===== config.mk =====
export PLATFORM = sky130hd
export DESIGN_NAME = ChecksumTop
export DESIGN_NICKNAME = d
export VERILOG_FILES = /design/src/verilog/ChecksumPkg.sv /design/src/verilog/ChecksumResult.sv /design/src/verilog/ChecksumTop.sv /design/src/verilog/CmdDecode.sv /design/src/verilog/FletcherExec.sv
export SDC_FILE = /design/constraint.sdc
export NUM_CORES = 1
export LEC_CHECK = 0
export BUFFER_PORTS_ARGS = -buffer_cell sky130_fd_sc_hd__buf_2
export CORE_UTILIZATION = 61
export DETAILED_ROUTE_END_ITERATION = 8
export HOLD_SLACK_MARGIN = 0.1
export PLACE_DENSITY = 0.84
export SLEW_MARGIN = 20
export SYNTH_ARGS = -nofsm -noshare
export SYNTH_HDL_FRONTEND = slang
export SYNTH_SLANG_ARGS = --single-unit

===== constraint.sdc =====
create_clock -name clk -period 4.75 [get_ports clk]
set_input_delay 0.7125 -clock clk [delete_from_list [all_inputs] [get_ports clk]]
set_output_delay 0.7125 -clock clk [all_outputs]
set_load 0.05 [all_outputs]

===== src/verilog/ChecksumPkg.sv =====
package ChecksumPkg;

    // command opcodes carried on the input channel
    // code 2'd3 is unused and gets dropped at the decode head
    typedef enum logic [1:0] {
        opClear  = 2'd0,
        opData   = 2'd1,
        opFinish = 2'd2
    } cmdOpT;

    // input data word width
    localparam int WordW = 16;

    // checksum width, b in the upper half, a in the lower half
    localparam int SumW = 32;

    // accumulator width, one extra bit for the sign of the reduced candidate
    localparam int AccW = WordW + 1;

    // Fletcher-32 modulus
    localparam int unsigned Modulus = 65535;

    // modulus at accumulator width
    localparam logic [AccW-1:0] ModulusAcc = (AccW)'(Modulus);

    // decode queue depth, also the source's credits after reset
    localparam int InCredits = 4;

    // checksums the sink can hold, result block starts with this many credits
    localparam int OutCredits = 2;

    // result queue depth
    localparam int ResultDepth = 2;

    // pointer and counter widths
    // both queue depths are powers of two so pointers wrap on their own
    localparam int InPtrW = $clog2(InCredits);
    localparam int InCountW = $clog2(InCredits + 1);
    localparam int ResPtrW = $clog2(ResultDepth);
    localparam int ResCountW = $clog2(ResultDepth + 1);
    localparam int OutCreditW = $clog2(OutCredits + 1);

endpackage


===== src/verilog/ChecksumResult.sv =====
`timescale 1ns/1ps

module ChecksumResult (
    input  logic                            clk,
    input  logic                            rst,
    input  logic                            chkValid,
    input  logic [ChecksumPkg::SumW-1:0]    chk,
    input  logic                            sumCredit,
    output logic                            resultSpace,
    output logic                            sumValid,
    output logic [ChecksumPkg::SumW-1:0]    sum
);

    // checksum queue storage
    logic [ChecksumPkg::SumW-1:0] mem [ChecksumPkg::ResultDepth];

    logic [ChecksumPkg::ResPtrW-1:0]    wrPtr;
    logic [ChecksumPkg::ResPtrW-1:0]    rdPtr;
    logic [ChecksumPkg::ResCountW-1:0]  count;

    // checksums the sink can still take
    logic [ChecksumPkg::OutCreditW-1:0] credits;

    // occupancy once this cycle's push and send have landed
    logic [ChecksumPkg::ResCountW:0] occAfter;

    logic send;

    // head goes out whenever there is an entry and a credit
    assign send = (count != '0) && (credits != '0);

    assign sumValid = send;
    assign sum      = mem[rdPtr];

    assign occAfter = {1'b0, count} + {{ChecksumPkg::ResCountW{1'b0}}, chkValid}
                    - {{ChecksumPkg::ResCountW{1'b0}}, send};

    // execute samples this at the edge that launches its chk,
    // the entry then lands one edge later
    assign resultSpace = (occAfter < ChecksumPkg::ResultDepth);

    always_ff @(posedge clk) begin
        if (chkValid) begin
            mem[wrPtr] <= chk;
        end
    end

    always_ff @(posedge clk) begin
        if (rst) begin
            wrPtr   <= '0;
            rdPtr   <= '0;
            count   <= '0;
            credits <= ChecksumPkg::OutCreditW'(ChecksumPkg::OutCredits);
        end else begin
            if (chkValid) begin
                wrPtr <= wrPtr + 1'b1;
            end
            if (send) begin
                rdPtr <= rdPtr + 1'b1;
            end
            // queue occupancy
            case ({chkValid, send})
                2'b10:   count <= count + 1'b1;
                2'b01:   count <= count - 1'b1;
                default: count <= count;
            endcase
            // spend one per send, regain one per returned credit
            case ({send, sumCredit})
                2'b10:   credits <= credits - 1'b1;
                2'b01:   credits <= credits + 1'b1;
                default: credits <= credits;
            endcase
        end
    end

endmodule


===== src/verilog/ChecksumTop.sv =====
`timescale 1ns/1ps

module ChecksumTop (
    input  logic                            clk,
    input  logic                            rst,
    input  logic                            cmdValid,
    input  ChecksumPkg::cmdOpT              cmdOp,
    input  logic [ChecksumPkg::WordW-1:0]   cmdData,
    input  logic                            sumCredit,
    output logic                            cmdCredit,
    output logic                            sumValid,
    output logic [ChecksumPkg::SumW-1:0]    sum
);

    // decode to execute
    logic                           opValid;
    ChecksumPkg::cmdOpT             op;
    logic [ChecksumPkg::WordW-1:0]  opData;
    logic                           execReady;

    // execute to result
    logic                           chkValid;
    logic [ChecksumPkg::SumW-1:0]   chk;
    logic                           resultSpace;

    // command queue, input credits
    CmdDecode decode0 (
        .clk       (clk),
        .rst       (rst),
        .cmdValid  (cmdValid),
        .cmdOp     (cmdOp),
        .cmdData   (cmdData),
        .execReady (execReady),
        .cmdCredit (cmdCredit),
        .opValid   (opValid),
        .op        (op),
        .opData    (opData)
    );

    // accumulators
    FletcherExec exec0 (
        .clk         (clk),
        .rst         (rst),
        .opValid     (opValid),
        .op          (op),
        .opData      (opData),
        .resultSpace (resultSpace),
        .execReady   (execReady),
        .chkValid    (chkValid),
        .chk         (chk)
    );

    // checksum queue, output credits
    ChecksumResult result0 (
        .clk         (clk),
        .rst         (rst),
        .chkValid    (chkValid),
        .chk         (chk),
        .sumCredit   (sumCredit),
        .resultSpace (resultSpace),
        .sumValid    (sumValid),
        .sum         (sum)
    );

endmodule


===== src/verilog/CmdDecode.sv =====
`timescale 1ns/1ps

module CmdDecode (
    input  logic                            clk,
    input  logic                            rst,
    input  logic                            cmdValid,
    input  ChecksumPkg::cmdOpT              cmdOp,
    input  logic [ChecksumPkg::WordW-1:0]   cmdData,
    input  logic                            execReady,
    output logic                            cmdCredit,
    output logic                            opValid,
    output ChecksumPkg::cmdOpT              op,
    output logic [ChecksumPkg::WordW-1:0]   opData
);

    // queue storage
    ChecksumPkg::cmdOpT               opMem   [ChecksumPkg::InCredits];
    logic [ChecksumPkg::WordW-1:0]    dataMem [ChecksumPkg::InCredits];

    logic [ChecksumPkg::InPtrW-1:0]   wrPtr;
    logic [ChecksumPkg::InPtrW-1:0]   rdPtr;
    logic [ChecksumPkg::InCountW-1:0] count;

    logic headValid;
    logic headKnown;
    logic pop;

    // head entry of the queue
    assign op     = opMem[rdPtr];
    assign opData = dataMem[rdPtr];

    assign headValid = (count != '0);

    // only the three defined opcodes go on to execute
    assign headKnown = op inside {ChecksumPkg::opClear, ChecksumPkg::opData,
                                  ChecksumPkg::opFinish};

    assign opValid = headValid && headKnown;

    // transfer to execute or discard of an unknown opcode
    assign pop = (opValid && execReady) || (headValid && !headKnown);

    // source only sends with a credit so a push never hits a full queue
    always_ff @(posedge clk) begin
        if (cmdValid) begin
            opMem[wrPtr]   <= cmdOp;
            dataMem[wrPtr] <= cmdData;
        end
    end

    always_ff @(posedge clk) begin
        if (rst) begin
            wrPtr     <= '0;
            rdPtr     <= '0;
            count     <= '0;
            cmdCredit <= 1'b0;
        end else begin
            if (cmdValid) begin
                wrPtr <= wrPtr + 1'b1;
            end
            if (pop) begin
                rdPtr <= rdPtr + 1'b1;
            end
            // push and pop may coincide
            case ({cmdValid, pop})
                2'b10:   count <= count + 1'b1;
                2'b01:   count <= count - 1'b1;
                default: count <= count;
            endcase
            // one credit back per removed entry including dropped ones
            cmdCredit <= pop;
        end
    end

endmodule


===== src/verilog/FletcherExec.sv =====
`timescale 1ns/1ps

module FletcherExec (
    input  logic                            clk,
    input  logic                            rst,
    input  logic                            opValid,
    input  ChecksumPkg::cmdOpT              op,
    input  logic [ChecksumPkg::WordW-1:0]   opData,
    input  logic                            resultSpace,
    output logic                            execReady,
    output logic                            chkValid,
    output logic [ChecksumPkg::SumW-1:0]    chk
);

    // finish sequencing
    // execFinish marks a finish held at the head waiting to complete
    typedef enum logic {
        execRun,
        execFinish
    } execStateT;

    execStateT state;

    // two candidates per sum, raw and raw minus modulus
    logic [ChecksumPkg::AccW-1:0] aRaw;
    logic [ChecksumPkg::AccW-1:0] aRed;
    logic [ChecksumPkg::AccW-1:0] bRaw;
    logic [ChecksumPkg::AccW-1:0] bRed;

    // pending b update, b runs one cycle behind a
    logic lag;

    logic [ChecksumPkg::WordW-1:0] aLive;
    logic [ChecksumPkg::WordW-1:0] bLive;
    logic [ChecksumPkg::AccW-1:0]  aNext;
    logic [ChecksumPkg::AccW-1:0]  bNext;

    logic isFinish;
    logic finishReady;
    logic accept;

    // negative reduced candidate means raw is already below the modulus
    assign aLive = aRed[ChecksumPkg::WordW] ? aRaw[ChecksumPkg::WordW-1:0]
                                            : aRed[ChecksumPkg::WordW-1:0];
    assign bLive = bRed[ChecksumPkg::WordW] ? bRaw[ChecksumPkg::WordW-1:0]
                                            : bRed[ChecksumPkg::WordW-1:0];

    // end-around-carry sums, residues stay in 0..65534
    assign aNext = {1'b0, aLive} + {1'b0, opData};
    assign bNext = {1'b0, bLive} + {1'b0, aLive};

    assign isFinish = (op == ChecksumPkg::opFinish);

    // finish waits for b to catch up and for room in the result queue
    assign finishReady = resultSpace && (!lag || state == execFinish);

    // data and clear are always taken
    assign execReady = !isFinish || finishReady;

    assign accept = opValid && execReady;

    always_ff @(posedge clk) begin
        if (rst) begin
            state <= execRun;
        end else if (accept) begin
            state <= execRun;
        end else if (opValid && isFinish) begin
            // stalled finish, the b update drains on this edge
            state <= execFinish;
        end
    end

    always_ff @(posedge clk) begin
        if (rst) begin
            aRaw     <= '0;
            aRed     <= '0;
            bRaw     <= '0;
            bRed     <= '0;
            lag      <= 1'b0;
            chkValid <= 1'b0;
        end else begin
            chkValid <= 1'b0;
            lag      <= accept && (op == ChecksumPkg::opData);
            // b picks up the a written one edge earlier
            if (lag) begin
                bRaw <= bNext;
                bRed <= bNext - ChecksumPkg::ModulusAcc;
            end
            if (accept) begin
                case (op)
                    ChecksumPkg::opData: begin
                        aRaw <= aNext;
                        aRed <= aNext - ChecksumPkg::ModulusAcc;
                    end
                    ChecksumPkg::opClear: begin
                        // also drops a pending b update
                        aRaw <= '0;
                        aRed <= '0;
                        bRaw <= '0;
                        bRed <= '0;
                    end
                    ChecksumPkg::opFinish: begin
                        aRaw     <= '0;
                        aRed     <= '0;
                        bRaw     <= '0;
                        bRed     <= '0;
                        chkValid <= 1'b1;
                    end
                    default: begin
                    end
                endcase
            end
        end
    end

    // checksum payload captured with the finish
    always_ff @(posedge clk) begin
        if (accept && isFinish) begin
            chk <= {bLive, aLive};
        end
    end

endmodule

Word-level counts from Yosys, hierarchy flattened --
Memory sizes are Yosys's and may differ from the RTL's. A register that Yosys moved wholly into a read port is not among the register bits. Cells that the tools add are included.
Word-level totals: latch bits 0, output and inout port bits 34, word-level logic and storage cells 96, RAM bits 136, ROM bits 0, memories 3, input port bits 22, register bits 116
Cells by class: shift operators 0, mux-type cells 24, $lt $le $gt $ge 1, equal/unequal tests 8, $mul 0, add/sub/neg operators 16, divide/modulo/power cells 0, reductions and logical operators 27, bitwise gates (word level) 1
Memory list:
- decode0.dataMem | words 4, bits a word 16, rd ports 1, clocked after Yosys merged registers in 1, write ports 1, RTL line CmdDecode.sv:18 | logic [ChecksumPkg::WordW-1:0] dataMem [ChecksumPkg::InCredits];
- result0.mem | words 2, bits a word 32, rd ports 1, clocked after Yosys merged registers in 1, write ports 1, RTL line ChecksumResult.sv:15 | logic [ChecksumPkg::SumW-1:0] mem [ChecksumPkg::ResultDepth];
- decode0.opMem | words 4, bits a word 2, rd ports 1, clocked after Yosys merged registers in 1, write ports 1, RTL line CmdDecode.sv:17 | ChecksumPkg::cmdOpT opMem [ChecksumPkg::InCredits];
Operators by type and width (number):
- 2-to-1 mux 17 bit | 6
- adder 16 x 16 -> 17 bit | 2
- one-hot mux 17 bit (2 select lines) | 1
- subtractor 17 x 16 -> 17 bit, second input constant | 2
- 2-to-1 mux 16 bit | 2
- one-hot mux 16 bit (2 select lines) | 1
- nonzero test 2 bit | 6
- adder 2 x 1 -> 2 bit, second input constant | 4
- equality test 2 x 1 -> 1 bit, second input constant | 4
- equality test 2 bit, second input constant | 4
- logical AND 1 bit | 8
- 2-to-1 mux 2 bit | 4
- one-hot mux 2 bit (2 select lines) | 2
- 2-to-1 mux 1 bit | 7
- one-hot mux 3 bit (2 select lines) | 1
- nonzero test 3 bit | 2
- OR reduction 2 bit | 3
- subtractor 2 x 1 -> 2 bit, second input constant | 2
- adder 2 x 1 -> 3 bit | 1
- adder 3 x 1 -> 3 bit, second input constant | 1
- logical NOT 1 bit | 3
- logical OR 1 bit | 3
- less-than comparator 3 x 2 -> 1 bit, second input constant | 1
- subtractor 3 x 1 -> 3 bit | 1
- 5 further kinds | 6

Logic depth before layout (Yosys ltp) --
Gate-level depths: netlist (run 1).
depth after elaboration 10, gate-level depth with buffers 16, depth with buffers taken out 16

Hierarchy --
Synthesis (run 1) repeated with hierarchy kept, for this count alone.
Second synthesis, totals: cells, all modules 906, area total of the unflattened synthesis 11840.1 µm²
Modules (own cells, without submodules):
- FletcherExec | sequential area each 2342.2 µm², cells an instance 615, instances 1, area each 5992.0 µm²
- CmdDecode | sequential area each 2362.3 µm², cells an instance 154, instances 1, area each 3186.8 µm²
- ChecksumResult | sequential area each 2062.0 µm², cells an instance 137, instances 1, area each 2661.3 µm²

Worst setup path after synthesis (run 1) --
Ideal clock, no wire load.
path type register to register, start register exec0.aRed[16] (netlist name), end register exec0.aRed[15] (netlist name), period minus slack after synthesis 4.255 ns, stages on the path, launching flop included 14, path slack 0.495 ns, path buffers 2, library setup time 0.062 ns, data arrival time 4.193 ns, required time 4.688 ns, cells stage by stage dfxtp_1 clkbuf_1 buf_1 mux2_2 ha_1 fa_1 a21o_4 a2111oi_2 o21bai_2 xnor2_1 or4_1 or3_1 or4b_1 nand3_1
On the way: word-level cells in the longest chain between the ends 4
RTL lines:
- start, declared | RTL line FletcherExec.sv:26 | logic [ChecksumPkg::AccW-1:0] aRed;
- start signal, assigned | RTL line FletcherExec.sv:93 | aRed <= aNext - ChecksumPkg::ModulusAcc;
- 2-to-1 mux 16 bit | RTL line FletcherExec.sv:43 | assign aLive = aRed[ChecksumPkg::WordW] ? aRaw[ChecksumPkg::WordW-1:0]
- named net exec0.aLive (one bit) | RTL line FletcherExec.sv:33 | logic [ChecksumPkg::WordW-1:0] aLive;
- adder 16 x 16 -> 17 bit | RTL line FletcherExec.sv:49 | assign aNext = {1'b0, aLive} + {1'b0, opData};
- subtractor 17 x 16 -> 17 bit | RTL line FletcherExec.sv:93
- one-hot mux 17 bit (2 select lines) | RTL line FletcherExec.sv:90 | case (op)
The timed path passes the listed nets, and every way through them passes these cells. A chain may end at the register's enable or synchronous reset.

==> flow_metrics.tcl, run 1 <==
set metrics [dict create \
    outcome "complete, no violations" \
    internal_power_mw 4.90 \
    path_cells "mux4_2 > ha_1 > fa_1 > a21o_4 > a2111oi_2 > o21bai_2 > xnor2_1 > or4_1 > or3_1 > or4b_1 > nand3_1" \
    gr-total-overflow 0 \
    ios 56 \
    syn-instance-count 890 \
    cp-start-kind "flop" \
    power_density_mw_per_mm2 588 \
    finalWirelength_mm 21.4 \
    die_w_microns 140 \
    timing.fmax_mhz 246 \
    slew_violations 0 \
    clock_path_buffers 3 \
    critPathMaxFanout 4 \
    antenna_found_initial 0 \
    max_cap_viol_count 0 \
    cts_inserted_buffers 25 \
    place.port_buffers 55 \
    grt_pass1_wl_mm 34.8 \
    critPathKind "flop to flop" \
    cts.sinks 254 \
    layout_common_cells "edfxtp_1, dfxtp_1, nor2_1, mux2_2, buf_2" \
    grt_pass1_vias 7051 \
    synth_edf_count 168 \
    fp.dieArea_sq_mm 0.0197 \
    postCtsSetupBuffers 0 \
    cts.clk_slew.worst_paths_ps 60 \
    wire_per_inst_microns 17.8 \
    critPathArrivalTime_ps 4530 \
    dp.final_hpwl_mm 14.9 \
    drtAntennaViolNets 0 \
    setup_tns_ps 0 \
    pwr-share-seq 0.377 \
    synth_warnings 0 \
    firstDrtPassIters 5 \
    gp_congestion 0.908 \
    required_ps 5210 \
    clk_latency_ps 520 \
    initial_core_util 0.623 \
    netSwitchingPower_mw 2.74 \
    peakVddDrop_v 0.000422 \
    min_period_ps 4070 \
    seq_area_frac_synth 0.580 \
    p_leak_nw 4.71 \
    final.setup.worst_slack_ps 683 \
    swShare 0.358 \
    core_region_area_sq_mm 0.0187 \
    ys.flop_type "edfxtp_1" \
    syn_nets 958 \
    drcViolationCount 0 \
    drt-initial-drc-count 448 \
    finalClockSkew_ps 8.32 \
    hold_end "decode0.dataMem[3][4]$_DFFE_PP_" \
    place_ws_ps 716 \
    ys_seq_elements 254 \
    antennaDiodeCount 0 \
    comb_power_share 0.373 \
    avgSynthCellArea_sq_um 13.1 \
    vias 7162 \
    setup_viol 0 \
    timing.rr.end "exec0.aRed[15]$_SDFFE_PP0P_" \
    rr_worst_depth 11 \
    htreeDepth 1 \
    cts_hold_buf 0 \
    worst_pin_slew_ps 917 \
    synth-async-reset-ratio 0 \
    die_h_microns 140 \
    vias_per_cell 5.96 \
    cpPeakStageDelay_ps 530 \
    grt_max_degree 51 \
    clkPwrFrac 0.250 \
    reg2reg_setup_slack_ps 680 \
    hold_class "primary input to flop" \
    yosysUniqueCellTypes 79 \
    maxSlewHeadroom 0.389 \
    end_kind "flop" \
    syn_area_sq_mm 0.0117 \
    grt_usage 0.224 \
    cts_resized 0 \
    rows 50 \
    finalCritPeriodShare 0.856 \
    layout_commonest_cell "edfxtp_1" \
    hold_start "cmdData[4]" \
    drive_gt1_frac 0.231 \
    tritoncts "built" \
    synthToLayoutAreaGrowth_pct 11.2 \
    rsz0062_at_grt "no" \
    final_nets 1018 \
    holdPathStages 1 \
    hold_viol_final 0 \
    cpMaxStageDelayCell "mux4_2" \
    root_buffer "clkbuf_16" \
]
-- cell usage after synthesis (all sizes together), types with 5 or more instances --
| master | number | area, sq um |
|---|---|---|
| a211oi | 18 | 150 |
| a21o | 12 | 100 |
| a21oi | 28 | 140 |
| a22o | 13 | 114 |
| and2 | 8 | 51.3 |
| and3 | 7 | 45.1 |
| buf | 13 | 77.6 |
| clkbuf | 24 | 91.3 |
| dfxtp | 86 | 1720 |
| edfxtp | 168 | 5040 |
| ha | 42 | 526 |
| inv | 19 | 71.3 |
| mux2 | 64 | 721 |
| mux2i | 17 | 170 |
| mux4 | 18 | 405 |
| nand2 | 38 | 145 |
| nand2b | 10 | 62.6 |
| nand3 | 27 | 150 |
| nand4 | 9 | 56.3 |
| nor2 | 75 | 284 |
| nor2b | 5 | 31.3 |
| nor3 | 15 | 80.1 |
| nor4 | 6 | 50.0 |
| o211ai | 5 | 37.5 |
| o21a | 7 | 53.8 |
| o21ai | 38 | 198 |
| or3 | 7 | 43.8 |
| xnor2 | 26 | 243 |
| xor2 | 25 | 219 |
-- per-stage QoR --
stage | area [sq um] | hold WS (ps) | std cells | utilization | power, mW
6_report | 13000 | 408 | 1202 | 0.693 | 7.63
5_1_grt | 13000 | 402 | 1202 | 0.693 | 8.06
3_3_place_gp | 12200 | 423 | 1157 | 0.651 | 5.68
4_1_cts | 13000 | 391 | 1202 | 0.693 | 7.66
2_1_floorplan | 11700 | 420 | 890 | - | 5.15
3_5_place_dp | 12200 | 431 | 1157 | 0.651 | 5.75
-- how the worst max path moves through the flow --
| stage | endpoint | slack (ps) | start |
|---|---|---|---|
| after global placement | exec0.aRed[15]$_SDFFE_PP0P_ | 750 | flop |
| after detailed placement | exec0.aRed[15]$_SDFFE_PP0P_ | 720 | flop |
| final | exec0.aRed[15]$_SDFFE_PP0P_ | 680 | flop |
| after floorplan | exec0.aRed[15]$_SDFFE_PP0P_ | 490 | exec0.aRed[16]$_SDFFE_PP0P_ |
| after CTS | exec0.aRed[15]$_SDFFE_PP0P_ | 680 | flop |
| after global routing | exec0.aRed[15]$_SDFFE_PP0P_ | 480 | flop |
-- worst max-delay path, delay by kind of cell, from the launching register on --
family,cells,cell delay (ps)
and+or+nand+nor,4,1390
AOI/OAI and AO/OA,3,830
adders and majority gates,2,650
muxes,1,530
DFF,1,430
xor gates and xnor gates,1,180
-- state kept, by name, indices dropped and copies added, names as in the netlist, 3 cells and up, named ones only --
| signal | count |
|---|---|
| exec0.bRed | 17 |
| exec0.aRaw | 16 |
| decode0.dataMem | 64 |
| result0.mem | 64 |
| exec0.aRed | 17 |
| decode0.opMem | 8 |
| decode0.count | 3 |
| exec0.chk | 32 |
| exec0.bRaw | 16 |
-- layer usage --
| layer | share of wire | GRT usage |
|---|---|---|
| met1 | 0.43 | 0.285 |
| met4 | 0.031 | 0.0729 |
| met2 | 0.49 | 0.392 |
| met5 | 0 | 0 |
| met3 | 0.044 | 0.0345 |
-- cell families (layout without fill, tap and decap cells) --
logic type / count (synthesis) / in the layout / share of synthesized area
AO/OA/AOI/OAI: 158 / 158 / 0.0977
XOR/XNOR: 51 / 51 / 0.0396
adder cells (fa/ha/maj): 46 / 46 / 0.0519
buffers and inverters: 57 / 135 / 0.0209
flip-flops: 254 / 254 / 0.580
multiplexers: 99 / 99 / 0.111
AND/OR/NAND/NOR: 225 / 225 / 0.0984
-- power groups by stage --
stage	combinational (mW)	clock (mW)	sequential [mW]
floorplan	2.28	0	2.88
global placement	2.78	0	2.90
detailed placement	2.83	0	2.92
CTS	2.85	1.94	2.88
global route	3.13	2.02	2.91
finish	2.85	1.91	2.88
-- area by class of cell --
type	count	area, sq um
multi-input cells	579	4660
clock inverters	14	123
clock buffers	31	668
fillers	1288	5730
flip-flops and latches	254	6770
repair buffers	70	388
inverters	20	75.1
well taps	234	293
No activity file was read; power rests on OpenSTA's default activity.
==> run 2: changes to the inputs <==
BUFFER_PORTS_ARGS = not set   (was -buffer_cell sky130_fd_sc_hd__buf_2)
CORE_UTILIZATION = 64   (was 61)
DONT_BUFFER_PORTS = 1   (was not set)
PLACE_DENSITY = 0.85   (was 0.84)
==> flow_metrics.tcl, run 2 (synthesis gave the netlist of run 1 again) <==
set metrics [dict create \
    outcome "complete, no violations" \
    cts.sinks 254 \
    cts_hold_buf 0 \
    min_period_ps 4060 \
    vias_per_cell 6.25 \
    tritoncts "built" \
    root_buffer "clkbuf_16" \
    seq_area_sq_mm 0.00677 \
    slew_violations 0 \
    critPathMaxFanout 4 \
    setup_viol 0 \
    grt_max_degree 52 \
    cp-start-kind "flop" \
    cts_resized 0 \
    vias 7115 \
    setup_tns_ps 0 \
    cts.clk_slew.worst_paths_ps 70 \
    drt-initial-drc-count 487 \
    reg_top3 "decode0.dataMem (64), result0.mem (64), exec0.chk (32)" \
    reg2reg_setup_slack_ps 690 \
    final_nets 963 \
    drcViolationCount 0 \
    hold_class "primary input to flop" \
    ios 56 \
    layout_commonest_cell "edfxtp_1" \
    grt_usage 0.253 \
    power_density_mw_per_mm2 609 \
    required_ps 5230 \
    antenna_found_initial 0 \
    gr-total-overflow 0 \
    multi_input_area_sq_mm 0.00466 \
    die_w_microns 137 \
    grt_pass1_wl_mm 36.4 \
    initial_core_util 0.665 \
    fp.dieArea_sq_mm 0.0188 \
    postLayoutCoreUtil 0.728 \
    finalCritPeriodShare 0.854 \
    drive_gt1_frac 0.184 \
    synthToLayoutAreaGrowth_pct 9.52 \
    htreeDepth 1 \
    firstDrtPassIters 5 \
    maxSlewHeadroom 0.370 \
    peakVddDrop_v 0.000449 \
    max_cap_viol_count 0 \
    finalWirelength_mm 22.6 \
    antennaDiodeCount 0 \
    finalClockSkew_ps 22.8 \
    core_region_area_sq_mm 0.0175 \
    rsz0062_at_grt "no" \
    cts_inserted_buffers 25 \
    dp.final_hpwl_mm 15.4 \
    timing.fmax_mhz 247 \
    worst_pin_slew_ps 946 \
    critPathKind "flop to flop" \
    path_cells "mux4_2 > ha_1 > fa_1 > a21o_4 > a2111oi_2 > o21bai_2 > xnor2_1 > or4_1 > or3_1 > or4b_1 > nand3_1" \
    critPathArrivalTime_ps 4540 \
    place.port_buffers 0 \
    final_cell_count_no_fill 1139 \
    wire_per_inst_microns 19.9 \
    die_h_microns 137 \
    p_leak_nw 4.53 \
    rows 48 \
    place_inst 1093 \
    cpPeakStageDelay_ps 530 \
    layout_common_cells "edfxtp_1, dfxtp_1, nor2_1, mux2_2, ha_1" \
    clk_latency_ps 540 \
    hold_viol_final 0 \
    n_fill_cell 1153 \
    gp_congestion 0.928 \
    clock_path_buffers 3 \
    grt_pass1_vias 7173 \
    postCtsSetupBuffers 0 \
    cpMaxStageDelayCell "mux4_2" \
    drtAntennaViolNets 0 \
    crit_family "simple AND/OR/NAND/NOR gates" \
    path_buf_inv 0 \
    end_kind "flop" \
]
## run 2: cell types whose count changed in the layout (fill, tap and decap cells not counted), sizes merged
cell | previous run | this run
buf | 70 | 15
bufinv | 2 | 5
clkinv | 9 | 8
clkinvlp | 3 | 0
inv | 20 | 22
## run 2: power by group
part	switching, mW	leakage [nW]	internal, mW	total [mW]
sequential	0.170	2.24	2.73	2.90
combinational	1.77	1.87	1.01	2.78
clock	0.833	0.424	1.26	2.10
total	2.78	4.53	5.00	7.78
## run 2: cell type report
cell class,count,share of cell area
Multi-Input combinational cell,579,0.365
Clock buffer,31,0.0515
Timing Repair Buffer,15,0.00882
Sequential cell,254,0.530
Clock inverter,15,0.0170
Inverter,20,0.00588
Tap cell,225,0.0220
## run 2: layer usage
| metal | vias up | share of wire | GRT usage |
|---|---|---|---|
| met1 | 3459 | 0.40 | 0.307 |
| met5 | - | 0 | 0 |
| met3 | 59 | 0.057 | 0.0444 |
| met4 | 0 | 0.036 | 0.0965 |
| li1 | 3387 | - | - |
| met2 | 210 | 0.51 | 0.448 |
## run 2: path summary, 6_finish.rpt
path,from,end,cells past startpoint
worst min register to register,exec0.chk[23]$_DFFE_PP_,result0.mem[0][23]$_DFFE_PP_,0
worst min-delay path,rst,decode0.rdPtr[0]$_SDFFE_PP0N_,1
worst max-delay path,flop,exec0.aRed[15]$_SDFFE_PP0P_,11
worst max register to register,flop,exec0.aRed[15]$_SDFFE_PP0P_,11
## run 2: stage by stage
stage / power [mW] / hold slack [ps] / setup slack (ps) / cell area, sq um
after floorplan: 5.15 / 420 / 495 / 11700
after global placement: 5.60 / 423 / 747 / 11900
after detailed placement: 5.69 / 434 / 756 / 11900
after CTS: 7.81 / 232 / 686 / 12800
after global routing: 8.18 / 227 / 505 / 12800
final: 7.78 / 243 / 695 / 12800
==> run 3: changes to the inputs <==
GPL_TIMING_DRIVEN = 0   (was not set)
==> flow_metrics.tcl, run 3 (synthesis gave the netlist of run 1 again) <==
set metrics [dict create \
    final_nets 985 \
    initial_core_util 0.665 \
    wire_per_inst_microns 20.1 \
    grtUsageMet1 0.304 \
    cts.clk_slew.worst_paths_ps 70 \
    critPathMaxFanout 10 \
    final_cell_area_sq_mm 0.0128 \
    antenna_found_initial 0 \
    seq_area_sq_mm 0.00677 \
    ios 56 \
    layout_commonest_cell "edfxtp_1" \
    firstDrtPassIters 7 \
    die_w_microns 137 \
    synthToLayoutAreaGrowth_pct 10.0 \
    root_buffer "clkbuf_16" \
    hold_class "primary input to flop" \
    dp.final_hpwl_mm 16.3 \
    setup_viol 0 \
    critPathArrivalTime_ps 5000 \
    end_kind "flop" \
    dpl-instance-area_sq_mm 0.0120 \
    grt_usage 0.257 \
    reg_top3 "decode0.dataMem (64), result0.mem (64), exec0.chk (32)" \
    critPathKind "flop to flop" \
    path_cells "buf_2 > mux2_2 > ha_1 > fa_1 > a21o_4 > a2111oi_2 > o21bai_2 > xnor2_1 > or4_1 > or3_1 > or4b_1 > nand3_1" \
    finalClockSkew_ps 8.23 \
    fp.dieArea_sq_mm 0.0188 \
    rows 48 \
    peakVddDrop_v 0.000443 \
    core_region_area_sq_mm 0.0175 \
    min_period_ps 4540 \
    cts_hold_buf 0 \
    rr_worst_depth 12 \
    die_h_microns 137 \
    layout_common_cells "edfxtp_1, dfxtp_1, nor2_1, mux2_2, ha_1" \
    drt-initial-drc-count 500 \
    vias 7292 \
    finalWirelength_mm 23.3 \
    place.port_buffers 0 \
    vias_per_cell 6.29 \
    postLayoutCoreUtil 0.732 \
    n_fill_cell 1145 \
    rr_startpoint "exec0.aRed[16]$_SDFFE_PP0P_" \
    cpMaxStageDelayCell "dfxtp_1" \
    gr-total-overflow 0 \
    cp-start-kind "flop" \
    drtAntennaViolNets 0 \
    power_mw 7.67 \
    clock_path_buffers 3 \
    gp_congestion 0.913 \
    cp-startpoint "exec0.aRed[16]$_SDFFE_PP0P_" \
    required_ps 5210 \
    grt_max_degree 32 \
    slew_violations 0 \
    met3_usage 0.0537 \
    finalCritPeriodShare 0.955 \
    cpPeakStageDelay_ps 550 \
    cts_inserted_buffers 24 \
    maxSlewHeadroom 0.396 \
    globalRouteMet2Util 0.450 \
    rsz0062_at_grt "no" \
    multi_input_area_sq_mm 0.00467 \
    htreeDepth 1 \
    grt_pass1_vias 7212 \
    outcome "complete, no violations" \
    tritoncts "built" \
    clk_latency_ps 520 \
    holdPathStages 0 \
    cts.sinks 254 \
    top_usage_layer "met2" \
    worst_pin_slew_ps 905 \
    max_cap_viol_count 0 \
    antennaDiodeCount 0 \
    p_leak_nw 4.53 \
    drcViolationCount 0 \
    drive_gt1_frac 0.180 \
    power_density_mw_per_mm2 598 \
    hold_start "cmdData[13]" \
    hold_viol_final 0 \
    timing.fmax_mhz 220 \
    grt_pass1_wl_mm 36.5 \
]
==> run 3: changes by cell type in the layout (fill, tap and decap cells not counted), moves of 3 or more <==
cell | previous run | this run
buf_1 | 0 | 5
buf_4 | 15 | 1
buf_2 | 0 | 3
bufinv_16 | 5 | 0
buf_6 | 0 | 3
clkinvlp_4 | 0 | 3
clkbuf_2 | 0 | 3
clkinv_1 | 5 | 1
clkbuf_1 | 5 | 25
clkbuf_8 | 1 | 6
inv_6 | 3 | 0
==> run 3: repair_timing <==
action,CTS,global route
gates resized for setup,2,3
setup buffers,0,0
endpoints found under the setup margin,6,7
==> run 3: final cells by class <==
class / instances / area share
sequential: 254 / 0.527
multi-input combinational: 579 / 0.364
clock buffer: 38 / 0.0592
tap: 225 / 0.0219
buffer: 35 / 0.0129
inverter: 20 / 0.00585
timing repair buffer: 3 / 0.00527
clock inverter: 6 / 0.00332
==> run 3: final timing paths <==
kind	slack, ps	end
max	210	exec0.aRed[15]$_SDFFE_PP0P_
min	290	decode0.dataMem[1][13]$_DFFE_PP_
min reg2reg	440	result0.mem[1][9]$_DFFE_PP_
max reg2reg	210	exec0.aRed[15]$_SDFFE_PP0P_
==> run 3: report_power, final <==
group | internal [mW] | switching (mW)
logic | 1.04 | 1.84
clock network | 1.10 | 0.795
registers | 2.72 | 0.165
==> run 3: worst max-delay path: cells and delay by family, from the launching register on <==
| kind | cells | cell delay (ps) |
|---|---|---|
| and+or+nand+nor | 4 | 1430 |
| muxes | 1 | 440 |
| AOI/OAI and AO/OA | 3 | 840 |
| buffers and inverters | 1 | 360 |
| DFF | 1 | 550 |
| adders and majority gates | 2 | 670 |
| xor gates and xnor gates | 1 | 180 |
==> run 3: layer usage <==
layer	wire length (microns)	vias up	share of wire
met5	0	-	0
met4	1070	0	0.046
met3	1460	84	0.062
met2	11500	270	0.49
met1	9300	3510	0.40
li1	-	3428	-
==> run 3: metrics by stage <==
stage	hold slack [ps]	instances	setup TNS, ps	worst slack [ps]
finish	286	1160	0	212
global route	272	1160	0	59.9
CTS	278	1162	0	80.8
detailed placement	431	1118	-288	-121
global placement	422	1115	-6980	-217
floorplan	420	890	0	495
